--- src/dbg_ctl_pkg.sv ---
//--------------------------------------------------------------------
// Shared types and bit positions for the debug control registers
// Widths and positions are fixed by the debug architecture
// At most one register select bit is set in any cycle
//--------------------------------------------------------------------
package dbg_ctl_pkg;

   typedef logic [31:0] word_t;      // Bus word, write and read data
   typedef logic [3:0]  dbg_sel_t;   // [3] DFSR [2] DHCSR [1] DCRSR [0] DEMCR

   localparam logic [15:0] DHCSR_KEY = 16'hA05F;   // Upper half of DHCSR writes

   // DHCSR bit positions
   localparam int C_DEBUGEN   = 0;
   localparam int C_HALT      = 1;
   localparam int C_STEP      = 2;
   localparam int C_MASKINTS  = 3;
   localparam int S_REGRDY    = 16;
   localparam int S_HALT      = 17;
   localparam int S_SLEEP     = 18;
   localparam int S_LOCKUP    = 19;
   localparam int S_RETIRE_ST = 24;
   localparam int S_RESET_ST  = 25;

   // DFSR bit positions
   localparam int HALTED   = 0;
   localparam int BKPT     = 1;
   localparam int DWTTRAP  = 2;
   localparam int VCATCH   = 3;
   localparam int EXTERNAL = 4;

   // DEMCR bit positions
   localparam int VC_CORERESET = 0;
   localparam int VC_HARDERR   = 10;
   localparam int DWTENA       = 24;

   typedef struct packed {
      logic dfsr_wr;
      logic dhcsr_wr;    // Key already checked
      logic dcrsr_wr;
      logic demcr_wr;
      logic dhcsr_rd;
   } ppb_wr_t;

   typedef struct packed {
      logic ex_last;     // Instruction retiring
      logic ex_reset;    // Core in reset
      logic lockup;
      logic ex_idle;     // Sleeping
      logic int_taken;
      logic int_return;
      logic hardfault;   // Running in HardFault
      logic bpu_event;   // Breakpoint hit
      logic dwt_event;   // Watchpoint hit
   } core_evt_t;

   // One-cycle halt causes, halt control to fault status
   typedef struct packed {
      logic halted_event;
      logic bkpt;
      logic dwt;
      logic vc;
      logic ext;
   } halt_cause_t;

   typedef enum logic {
      RS_RESTARTED,      // Handshake complete
      RS_PENDING         // Restart seen, waiting for release
   } restart_st_t;

endpackage

--- src/dbg_reg_decode.sv ---
//--------------------------------------------------------------------
// Peripheral bus decode for the debug control registers
// DHCSR writes need DHCSR_KEY in the upper half of the write data
//--------------------------------------------------------------------
`timescale 1ns/1ps

module dbg_reg_decode
   import dbg_ctl_pkg::*;
(
   input  logic     dclk,
   input  logic     dbg_reset_n,
   input  dbg_sel_t sel_i,     // One-hot register select
   input  logic     write_i,   // Select is for a write
   input  word_t    wdata_i,
   output ppb_wr_t  ppb_o
);

   logic key_ok;   // Magic key present

   assign key_ok = (wdata_i[31:16] == DHCSR_KEY);

   assign ppb_o.dfsr_wr  = sel_i[3] & write_i;
   assign ppb_o.dhcsr_wr = sel_i[2] & write_i & key_ok;   // Unkeyed writes ignored
   assign ppb_o.dcrsr_wr = sel_i[1] & write_i;
   assign ppb_o.demcr_wr = sel_i[0] & write_i;
   assign ppb_o.dhcsr_rd = sel_i[2] & ~write_i;           // Clears sticky status

   // Upstream decoder never selects two registers at once
   a_sel_onehot: assert property (@(posedge dclk) disable iff (!dbg_reset_n)
      $onehot0(sel_i))
      else $error("debug register selects not one-hot: %b", sel_i);

endmodule

--- src/dbg_halt_ctl.sv ---
//--------------------------------------------------------------------
// DHCSR control bits, halt events, restart handshake, DCRSR run
// C_HALT, the restart flag and the run strobe only move with hready_i
// C_STEP and C_MASKINTS come out of reset set, masked by C_DEBUGEN
//--------------------------------------------------------------------
`timescale 1ns/1ps

module dbg_halt_ctl
   import dbg_ctl_pkg::*;
(
   input  logic        dclk,
   input  logic        dbg_reset_n,
   input  ppb_wr_t     ppb_i,
   input  word_t       wdata_i,
   input  core_evt_t   evt_i,
   input  logic        hready_i,        // Core advance
   input  logic        halt_ack_i,      // Core has halted
   input  logic        restart_req_i,   // CoreSight restart request
   input  logic        ext_req_i,       // External halt request
   input  logic        vc_event_i,      // Vector catch from DEMCR
   output halt_cause_t cause_o,
   output logic        c_debugen_o,
   output logic        c_halt_o,
   output logic        c_step_o,
   output logic        c_maskints_o,
   output logic        s_halt_o,
   output logic        restarted_o,
   output logic        op_run_o
);

   logic        c_debugen_q;
   logic        c_halt_q;        // Raw, before debug enable mask
   logic        c_step_q;
   logic        c_maskints_q;
   logic        op_run_q;
   restart_st_t restart_st;

   logic c_halt;
   logic s_halt;
   logic i_adv;                 // Step advance
   logic step_event;
   logic ext_event;
   logic wr_halt;               // Write carries C_HALT and C_DEBUGEN
   logic halted_event;
   logic set_c_halt;
   logic clr_c_halt;
   logic restarted;
   logic set_restarted;
   logic clr_restarted;

   //-------------------------------------------------------------------
   // Event detection
   //-------------------------------------------------------------------
   assign c_halt = c_debugen_q & c_halt_q;
   assign s_halt = halt_ack_i & c_halt;   // Never set once C_HALT drops

   // Retire, exception entry or exit, lockup
   assign i_adv = evt_i.ex_last | evt_i.int_taken | evt_i.int_return | evt_i.lockup;

   assign step_event   = c_debugen_q & c_step_q & ~c_halt & i_adv & hready_i;
   assign ext_event    = c_debugen_q & ext_req_i & ~s_halt;   // Only while running
   assign wr_halt      = wdata_i[C_HALT] & wdata_i[C_DEBUGEN];
   assign halted_event = (ppb_i.dhcsr_wr & wr_halt) | step_event;

   assign set_c_halt = halted_event | evt_i.bpu_event | evt_i.dwt_event
                     | vc_event_i | ext_event;
   assign clr_c_halt = (ppb_i.dhcsr_wr & ~wr_halt) | set_restarted | evt_i.ex_reset;

   //-------------------------------------------------------------------
   // Restart handshake
   //-------------------------------------------------------------------
   assign restarted     = (restart_st == RS_RESTARTED);
   assign clr_restarted = restart_req_i & s_halt;       // Request while halted
   assign set_restarted = ~restart_req_i & ~restarted;  // Request released

   always_ff @(posedge dclk or negedge dbg_reset_n)
   begin
      if (!dbg_reset_n)
         restart_st <= RS_RESTARTED;
      else if (hready_i && set_restarted)
         restart_st <= RS_RESTARTED;
      else if (hready_i && clr_restarted)
         restart_st <= RS_PENDING;
   end

   //-------------------------------------------------------------------
   // DHCSR control state
   //-------------------------------------------------------------------
   // Any set cause wins over a clear
   always_ff @(posedge dclk or negedge dbg_reset_n)
   begin
      if (!dbg_reset_n)
         c_halt_q <= 1'b0;
      else if (hready_i && (set_c_halt || clr_c_halt))
         c_halt_q <= set_c_halt;
   end

   always_ff @(posedge dclk or negedge dbg_reset_n)
   begin
      if (!dbg_reset_n)
      begin
         c_debugen_q  <= 1'b0;
         c_step_q     <= 1'b1;
         c_maskints_q <= 1'b1;
      end
      else if (ppb_i.dhcsr_wr)
      begin
         c_debugen_q  <= wdata_i[C_DEBUGEN];
         c_step_q     <= wdata_i[C_STEP];
         c_maskints_q <= wdata_i[C_MASKINTS];
      end
   end

   // Core register access strobe, one hready cycle wide
   always_ff @(posedge dclk or negedge dbg_reset_n)
   begin
      if (!dbg_reset_n)
         op_run_q <= 1'b0;
      else if (hready_i)
         op_run_q <= s_halt & ppb_i.dcrsr_wr;
   end

   assign cause_o.halted_event = halted_event;
   assign cause_o.bkpt         = evt_i.bpu_event;
   assign cause_o.dwt          = evt_i.dwt_event;
   assign cause_o.vc           = vc_event_i;
   assign cause_o.ext          = ext_event;

   assign c_debugen_o  = c_debugen_q;
   assign c_halt_o     = c_halt;
   assign c_step_o     = c_debugen_q & c_step_q;
   assign c_maskints_o = c_debugen_q & c_maskints_q;
   assign s_halt_o     = s_halt;
   assign restarted_o  = restarted;
   assign op_run_o     = op_run_q;

endmodule

--- src/dbg_fault_status.sv ---
//--------------------------------------------------------------------
// DFSR sticky halt-cause bits, write one to clear
// A cause in the same cycle as its clear keeps the bit set
//--------------------------------------------------------------------
`timescale 1ns/1ps

module dbg_fault_status
   import dbg_ctl_pkg::*;
(
   input  logic        dclk,
   input  logic        dbg_reset_n,
   input  ppb_wr_t     ppb_i,
   input  word_t       wdata_i,
   input  halt_cause_t cause_i,
   input  logic        hready_i,
   input  logic        dwt_event_i,   // Raw watchpoint hit
   output logic [4:0]  dfsr_o
);

   logic [4:0] dfsr_q;
   logic [4:0] cause_v;   // Value loaded on update
   logic [4:0] upd_v;     // Per-bit update enable

   always_comb
   begin
      cause_v[HALTED]   = cause_i.halted_event;
      cause_v[BKPT]     = cause_i.bkpt;
      cause_v[DWTTRAP]  = cause_i.dwt;
      cause_v[VCATCH]   = cause_i.vc;
      cause_v[EXTERNAL] = cause_i.ext;
      upd_v = cause_v | ({5{ppb_i.dfsr_wr}} & wdata_i[4:0]);
      // Watchpoint only counts on a core advance
      upd_v[DWTTRAP] = (hready_i & dwt_event_i) | (ppb_i.dfsr_wr & wdata_i[DWTTRAP]);
   end

   always_ff @(posedge dclk or negedge dbg_reset_n)
   begin
      if (!dbg_reset_n)
         dfsr_q <= '0;
      else
         dfsr_q <= (dfsr_q & ~upd_v) | (cause_v & upd_v);
   end

   assign dfsr_o = dfsr_q;

endmodule

--- src/dbg_demcr.sv ---
//--------------------------------------------------------------------
// DEMCR watchpoint enable and vector catch bits
// Vector catch only fires with C_DEBUGEN set
//--------------------------------------------------------------------
`timescale 1ns/1ps

module dbg_demcr
   import dbg_ctl_pkg::*;
(
   input  logic      dclk,
   input  logic      dbg_reset_n,
   input  ppb_wr_t   ppb_i,
   input  word_t     wdata_i,
   input  core_evt_t evt_i,
   input  logic      c_debugen_i,
   output logic      dwt_ena_o,    // DWTENA, unmasked
   output logic      vc_flt_o,     // VC_HARDERR
   output logic      vc_rst_o,     // VC_CORERESET
   output logic      vc_event_o
);

   logic vc_rst_trig;
   logic vc_flt_trig;

   always_ff @(posedge dclk or negedge dbg_reset_n)
   begin
      if (!dbg_reset_n)
      begin
         dwt_ena_o <= 1'b0;
         vc_flt_o  <= 1'b0;
         vc_rst_o  <= 1'b0;
      end
      else if (ppb_i.demcr_wr)
      begin
         dwt_ena_o <= wdata_i[DWTENA];
         vc_flt_o  <= wdata_i[VC_HARDERR];
         vc_rst_o  <= wdata_i[VC_CORERESET];
      end
   end

   assign vc_rst_trig = vc_rst_o & evt_i.ex_reset;
   assign vc_flt_trig = vc_flt_o & evt_i.int_taken & evt_i.hardfault;   // HardFault entry
   assign vc_event_o  = c_debugen_i & (vc_rst_trig | vc_flt_trig);

endmodule

--- src/dbg_status_read.sv ---
//--------------------------------------------------------------------
// Sticky retire and reset status, register read-data assembly
// Read data is combinational on the select, DCRSR reads zero
// S_RESET_ST comes out of reset set
//--------------------------------------------------------------------
`timescale 1ns/1ps

module dbg_status_read
   import dbg_ctl_pkg::*;
(
   input  logic       dclk,
   input  logic       dbg_reset_n,
   input  ppb_wr_t    ppb_i,
   input  core_evt_t  evt_i,
   input  dbg_sel_t   sel_i,
   input  logic       c_debugen_i,
   input  logic       c_halt_i,
   input  logic       c_step_i,
   input  logic       c_maskints_i,
   input  logic       s_halt_i,
   input  logic [4:0] dfsr_i,
   input  logic       dwt_ena_i,
   input  logic       vc_flt_i,
   input  logic       vc_rst_i,
   output word_t      rdata_o
);

   logic  s_retire_st;
   logic  s_reset_st;
   logic  i_ret;          // Retire or lockup
   word_t dhcsr;
   word_t dfsr;
   word_t demcr;

   assign i_ret = evt_i.ex_last | evt_i.lockup;

   //-------------------------------------------------------------------
   // Sticky status, cleared by a DHCSR read
   //-------------------------------------------------------------------
   always_ff @(posedge dclk or negedge dbg_reset_n)
   begin
      if (!dbg_reset_n)
      begin
         s_retire_st <= 1'b0;
         s_reset_st  <= 1'b1;
      end
      else
      begin
         if (ppb_i.dhcsr_rd || i_ret || evt_i.ex_reset)
            s_retire_st <= i_ret;            // Core reset clears too
         if (ppb_i.dhcsr_rd || evt_i.ex_reset)
            s_reset_st <= evt_i.ex_reset;
      end
   end

   //-------------------------------------------------------------------
   // Register images
   //-------------------------------------------------------------------
   always_comb
   begin
      dhcsr              = '0;
      dhcsr[C_DEBUGEN]   = c_debugen_i;
      dhcsr[C_HALT]      = c_halt_i;
      dhcsr[C_STEP]      = c_step_i;
      dhcsr[C_MASKINTS]  = c_maskints_i;
      dhcsr[S_REGRDY]    = s_halt_i;       // Accesses resolve in one hready cycle
      dhcsr[S_HALT]      = s_halt_i;
      dhcsr[S_SLEEP]     = evt_i.ex_idle;
      dhcsr[S_LOCKUP]    = evt_i.lockup;
      dhcsr[S_RETIRE_ST] = s_retire_st;
      dhcsr[S_RESET_ST]  = s_reset_st;

      dfsr        = '0;
      dfsr[4:0]   = dfsr_i;                // HALTED through EXTERNAL

      demcr               = '0;
      demcr[VC_CORERESET] = vc_rst_i;
      demcr[VC_HARDERR]   = vc_flt_i;
      demcr[DWTENA]       = dwt_ena_i;
   end

   assign rdata_o = ({32{sel_i[3]}} & dfsr)
                  | ({32{sel_i[2]}} & dhcsr)
                  | ({32{sel_i[0]}} & demcr);

endmodule

--- src/dbg_ctl.sv ---
//--------------------------------------------------------------------
// Debug control and status register block, top level
// Debug is always present, one register select bus, no arbitration
//--------------------------------------------------------------------
`timescale 1ns/1ps

module dbg_ctl
   import dbg_ctl_pkg::*;
(
   input  logic     dclk,
   input  logic     dbg_reset_n,
   input  dbg_sel_t sel_i,
   input  logic     write_i,
   input  word_t    wdata_i,
   input  logic     hready_i,
   input  logic     halt_ack_i,
   input  logic     restart_req_i,
   input  logic     ext_req_i,
   input  logic     ex_last_i,
   input  logic     ex_reset_i,
   input  logic     lockup_i,
   input  logic     ex_idle_i,
   input  logic     int_taken_i,
   input  logic     int_return_i,
   input  logic     hardfault_i,
   input  logic     bpu_event_i,
   input  logic     dwt_event_i,
   output word_t    rdata_o,
   output logic     halt_req_o,
   output logic     s_halt_o,
   output logic     c_debugen_o,
   output logic     c_maskints_o,
   output logic     dwt_en_o,
   output logic     op_run_o,
   output logic     restarted_o
);

   ppb_wr_t     ppb;
   core_evt_t   evt;
   halt_cause_t cause;
   logic        c_step;
   logic [4:0]  dfsr;
   logic        dwt_ena;
   logic        vc_flt;
   logic        vc_rst;
   logic        vc_event;

   assign evt = '{ex_last: ex_last_i, ex_reset: ex_reset_i, lockup: lockup_i,
                  ex_idle: ex_idle_i, int_taken: int_taken_i,
                  int_return: int_return_i, hardfault: hardfault_i,
                  bpu_event: bpu_event_i, dwt_event: dwt_event_i};

   assign dwt_en_o = dwt_ena & c_debugen_o;   // Watchpoints need debug enabled

   dbg_reg_decode u_decode (
      .dclk(dclk), .dbg_reset_n(dbg_reset_n),
      .sel_i(sel_i), .write_i(write_i), .wdata_i(wdata_i), .ppb_o(ppb)
   );

   dbg_halt_ctl u_halt (
      .dclk(dclk), .dbg_reset_n(dbg_reset_n),
      .ppb_i(ppb), .wdata_i(wdata_i), .evt_i(evt), .hready_i(hready_i),
      .halt_ack_i(halt_ack_i), .restart_req_i(restart_req_i),
      .ext_req_i(ext_req_i), .vc_event_i(vc_event), .cause_o(cause),
      .c_debugen_o(c_debugen_o), .c_halt_o(halt_req_o), .c_step_o(c_step),
      .c_maskints_o(c_maskints_o), .s_halt_o(s_halt_o),
      .restarted_o(restarted_o), .op_run_o(op_run_o)
   );

   dbg_fault_status u_dfsr (
      .dclk(dclk), .dbg_reset_n(dbg_reset_n),
      .ppb_i(ppb), .wdata_i(wdata_i), .cause_i(cause), .hready_i(hready_i),
      .dwt_event_i(dwt_event_i), .dfsr_o(dfsr)
   );

   dbg_demcr u_demcr (
      .dclk(dclk), .dbg_reset_n(dbg_reset_n),
      .ppb_i(ppb), .wdata_i(wdata_i), .evt_i(evt), .c_debugen_i(c_debugen_o),
      .dwt_ena_o(dwt_ena), .vc_flt_o(vc_flt), .vc_rst_o(vc_rst),
      .vc_event_o(vc_event)
   );

   dbg_status_read u_read (
      .dclk(dclk), .dbg_reset_n(dbg_reset_n),
      .ppb_i(ppb), .evt_i(evt), .sel_i(sel_i),
      .c_debugen_i(c_debugen_o), .c_halt_i(halt_req_o), .c_step_i(c_step),
      .c_maskints_i(c_maskints_o), .s_halt_i(s_halt_o), .dfsr_i(dfsr),
      .dwt_ena_i(dwt_ena), .vc_flt_i(vc_flt), .vc_rst_i(vc_rst),
      .rdata_o(rdata_o)
   );

endmodule

--- config.mk ---
export PLATFORM = sky130hd
export DESIGN_NAME = dbg_ctl
export DESIGN_NICKNAME = d
export VERILOG_FILES = /design/src/dbg_ctl_pkg.sv /design/src/dbg_reg_decode.sv /design/src/dbg_halt_ctl.sv /design/src/dbg_fault_status.sv /design/src/dbg_demcr.sv /design/src/dbg_status_read.sv /design/src/dbg_ctl.sv
export SDC_FILE = /design/constraint.sdc
export NUM_CORES = 1
export LEC_CHECK = 0
export BUFFER_PORTS_ARGS = -buffer_cell sky130_fd_sc_hd__buf_4
export CAP_MARGIN = 20
export CORE_ASPECT_RATIO = 0.9
export CORE_MARGIN = 2
export CORE_UTILIZATION = 41
export CTS_BUF_LIST = sky130_fd_sc_hd__clkbuf_16
export CTS_CLUSTER_DIAMETER = 60
export DETAILED_ROUTE_END_ITERATION = 12
export MAX_ROUTING_LAYER = met4
export PLACE_DENSITY_LB_ADDON = 0.15
export SLEW_MARGIN = 20
export SYNTH_ARGS = -nofsm -noshare
export SYNTH_HDL_FRONTEND = slang
export SYNTH_SLANG_ARGS = --single-unit
--- constraint.sdc ---
create_clock -name dclk -period 3.4 [get_ports dclk]
set_input_delay 0.17 -clock dclk [delete_from_list [all_inputs] [get_ports dclk]]
set_output_delay 0.17 -clock dclk [all_outputs]
set_load 0.005 [all_outputs]
==> results by group <==
Clock network
  • Post CTS Setup Buffer Count: 0
  • H-tree depth: 1
  • Cts hold-fix bufs: 1
  • Resized cells post-CTS: 0
  • Root Driver: clkbuf_16
  • Clock latency on the worst-skew pair: around 0.24 ns
  • CTS Buf Count: 3
  • Worst-path clk slew: ~0.05 ns
  • Max clock buf depth: 2
  • CTS tree: built
  • Clk sink count: 16

GRT
  • GR Overflow Total: 0
  • Grt met2 use: 0.365
  • Largest net degree at the start of global routing: 17
  • Grt met3 use: 0.0465
  • Top Usage Layer GRT: met2
  • First-pass GRT wire length: roughly 4600 µm
  • Initial antenna violation count: 0
  • Vias in the first global route: around 970
  • Met1 Use GR: 0.237
  • GRT Overall Usage: 0.205

Timing
  • TNS Setup: 0 ns
  • RSZ-0062 raised after global routing: false
  • Final Max Slew Viols: 0
  • Skew final: between 0.004 and 0.005 ns
  • Period utilization: 0.448
  • Crit path time final: 1.52 ns
  • Highest clock rate: ~0.66 GHz
  • Hold slack: between 0.1 and 0.15 ns
  • Setup violations, final: 0
  • Final Hold Fails: 0

Layout
  • Share of layout cells above drive strength 1: 0.453
  • # diodes: 0
  • Nets@finish: 223
  • Fin cells: about 200
  • Area grow syn2layout: 42.5%
  • Fill cells: about 250

Run
  • Max Cap Violations: 0

Place
  • Count of input and output buffers: 60
  • Detailed Place HPWL: 2190 µm
  • Placed Instances: a little under 200
  • Routability-driven placement congestion ratio: ~0.75

Routing
  • Routed len/inst: ~14 µm
  • Routed vias/inst: 5.04
  • DRC: 0
  • First-pass detailed-route iteration total: 4
  • Routed Antenna Nets: 0
  • Initial DRC Count: 23
  • Routed via count: about 1,000
  • Routed WL: between 2000 and 3000 µm

Pwr
  • P per Cell Area: 347 mW/mm²
  • LEAKAGE: roughly 0.78 nW
  • VDD IR max: roughly 0.45 mV

Setup path
  • WS Path Type: reg -> out
  • Critical path launch point type: register
  • Critical Path RT: 3.23 ns
  • Worst EP arrival: approximately 1.4 ns
  • CP endpoint kind: primary output
  • Crit Path Max Fanout: 12

Floorplan
  • Initial core utilization: 0.439
  • Die X: 58.4 µm
  • Core ar.: roughly 0.0025 mm²
  • Die H: ~53 µm
  • Row cnt: 17
  • # IOs: slightly above 90
  • Die ar.: between 0.003 and 0.004 mm²

Logic synthesis
  • Cell variety after synth: 35
  • Post-synth top cells: buf_4 (21), dfrtp_1 (13), nand2_1 (11)
  • Synth warn: 0
  • EDFF count, synth: 0
  • Count leader, synth: buf_4
  • Yosys top cell area share: 0.298
  • Post-synthesis sequential area ratio: 0.370
  • Async SR Flop Fraction: 1.00
  • Area leader, netlist: dfrtp_1
  • Mapped cell area: 0.00109 mm²
  • FF+latch count, synth: 16
  • Syn avg cell area: ~9.8 µm²
  • Top cells by area, synth: dfrtp_1 (30%), buf_4 (14%), dfstp_2 (7.2%)
  • Mapped Cells: 111
  • Synth Flop Type: dfrtp_1

Status
  • Outcome: completed

Hold path
  • HP Class: in -> reg
where the power goes:
part	switching (mW)	total (mW)	internal (mW)
Sequential	0.00765	0.209	0.202
Combinational	0.0434	0.103	0.0596
Clock	0.0715	0.227	0.156
path summary, 6_finish.rpt:
check                                   start                   to  slack (ns)  cells after the start
max in group asynchronous         dbg_reset_n  u_halt.c_maskints_q        2.83                      2
setup reg to reg           u_halt.c_debugen_o      u_halt.c_halt_q        1.96                      5
setup / recovery           u_halt.c_debugen_o          rdata_o[17]        1.88                      3
min in group asynchronous         dbg_reset_n      u_halt.c_halt_q        0.32                      2
hold reg to reg             u_read.s_reset_st    u_read.s_reset_st        0.46                      2
hold / removal                    bpu_event_i             register        0.13                      2
per-layer routing:
layer  wire, µm  share of wire
met4          8         0.0029
met2       1470           0.53
met5          0              0
met1       1110           0.40
met3        199          0.071
through the flow:
stage	power [mW]	util	setup slack, ns	cell area (µm²)
6_report	0.539	0.625	1.88	1560
5_1_grt	0.564	0.625	1.79	1560
4_1_cts	0.543	0.625	1.90	1560
3_5_place_dp	0.314	0.590	1.99	1470
3_3_place_gp	0.311	0.590	2.01	1470
2_1_floorplan	0.265	-	2.10	1160
worst max-delay path: stages (launching register included):
cell and delay [ns]:
dfrtp_1 0.55, and2_1 0.25, and3_1 0.20, buf_4 0.11
placed cells by master (no fill, tap or decap), types with 2 or more instances in the layout:
cell	n
nand4_1	2
and2_1	8
clkbuf_16	3
nand4b_1	2
a22o_1	3
nand2_1	11
mux2_1	3
a21o_1	2
nor4_2	3
a21oi_1	2
dfrtp_1	13
conb_1	20
mux2_2	3
a32o_1	3
buf_4	60
o21ai_0	3
and3_1	2
dfstp_2	3
nand3_1	5
inv_1	5
cell type report:
type	count	area, µm²	share of cell area
Clock buffer	3	75.1	0.0482
Clock inverter	1	3.75	0.00241
Inverter	5	18.8	0.0121
Multi-Input combinational cell	84	559	0.359
Sequential cell	16	404	0.260
Tap cell	28	35.0	0.0225
Timing Repair Buffer	61	460	0.296
cell families after synthesis:
family	Yosys count	share of synthesized area
compound gates	19	0.135
buf+inv	30	0.183
flops	16	0.370
mux	6	0.0619
other cells	1	0.00343
simple gates	39	0.246
Power figures use the tool's default switching activity.
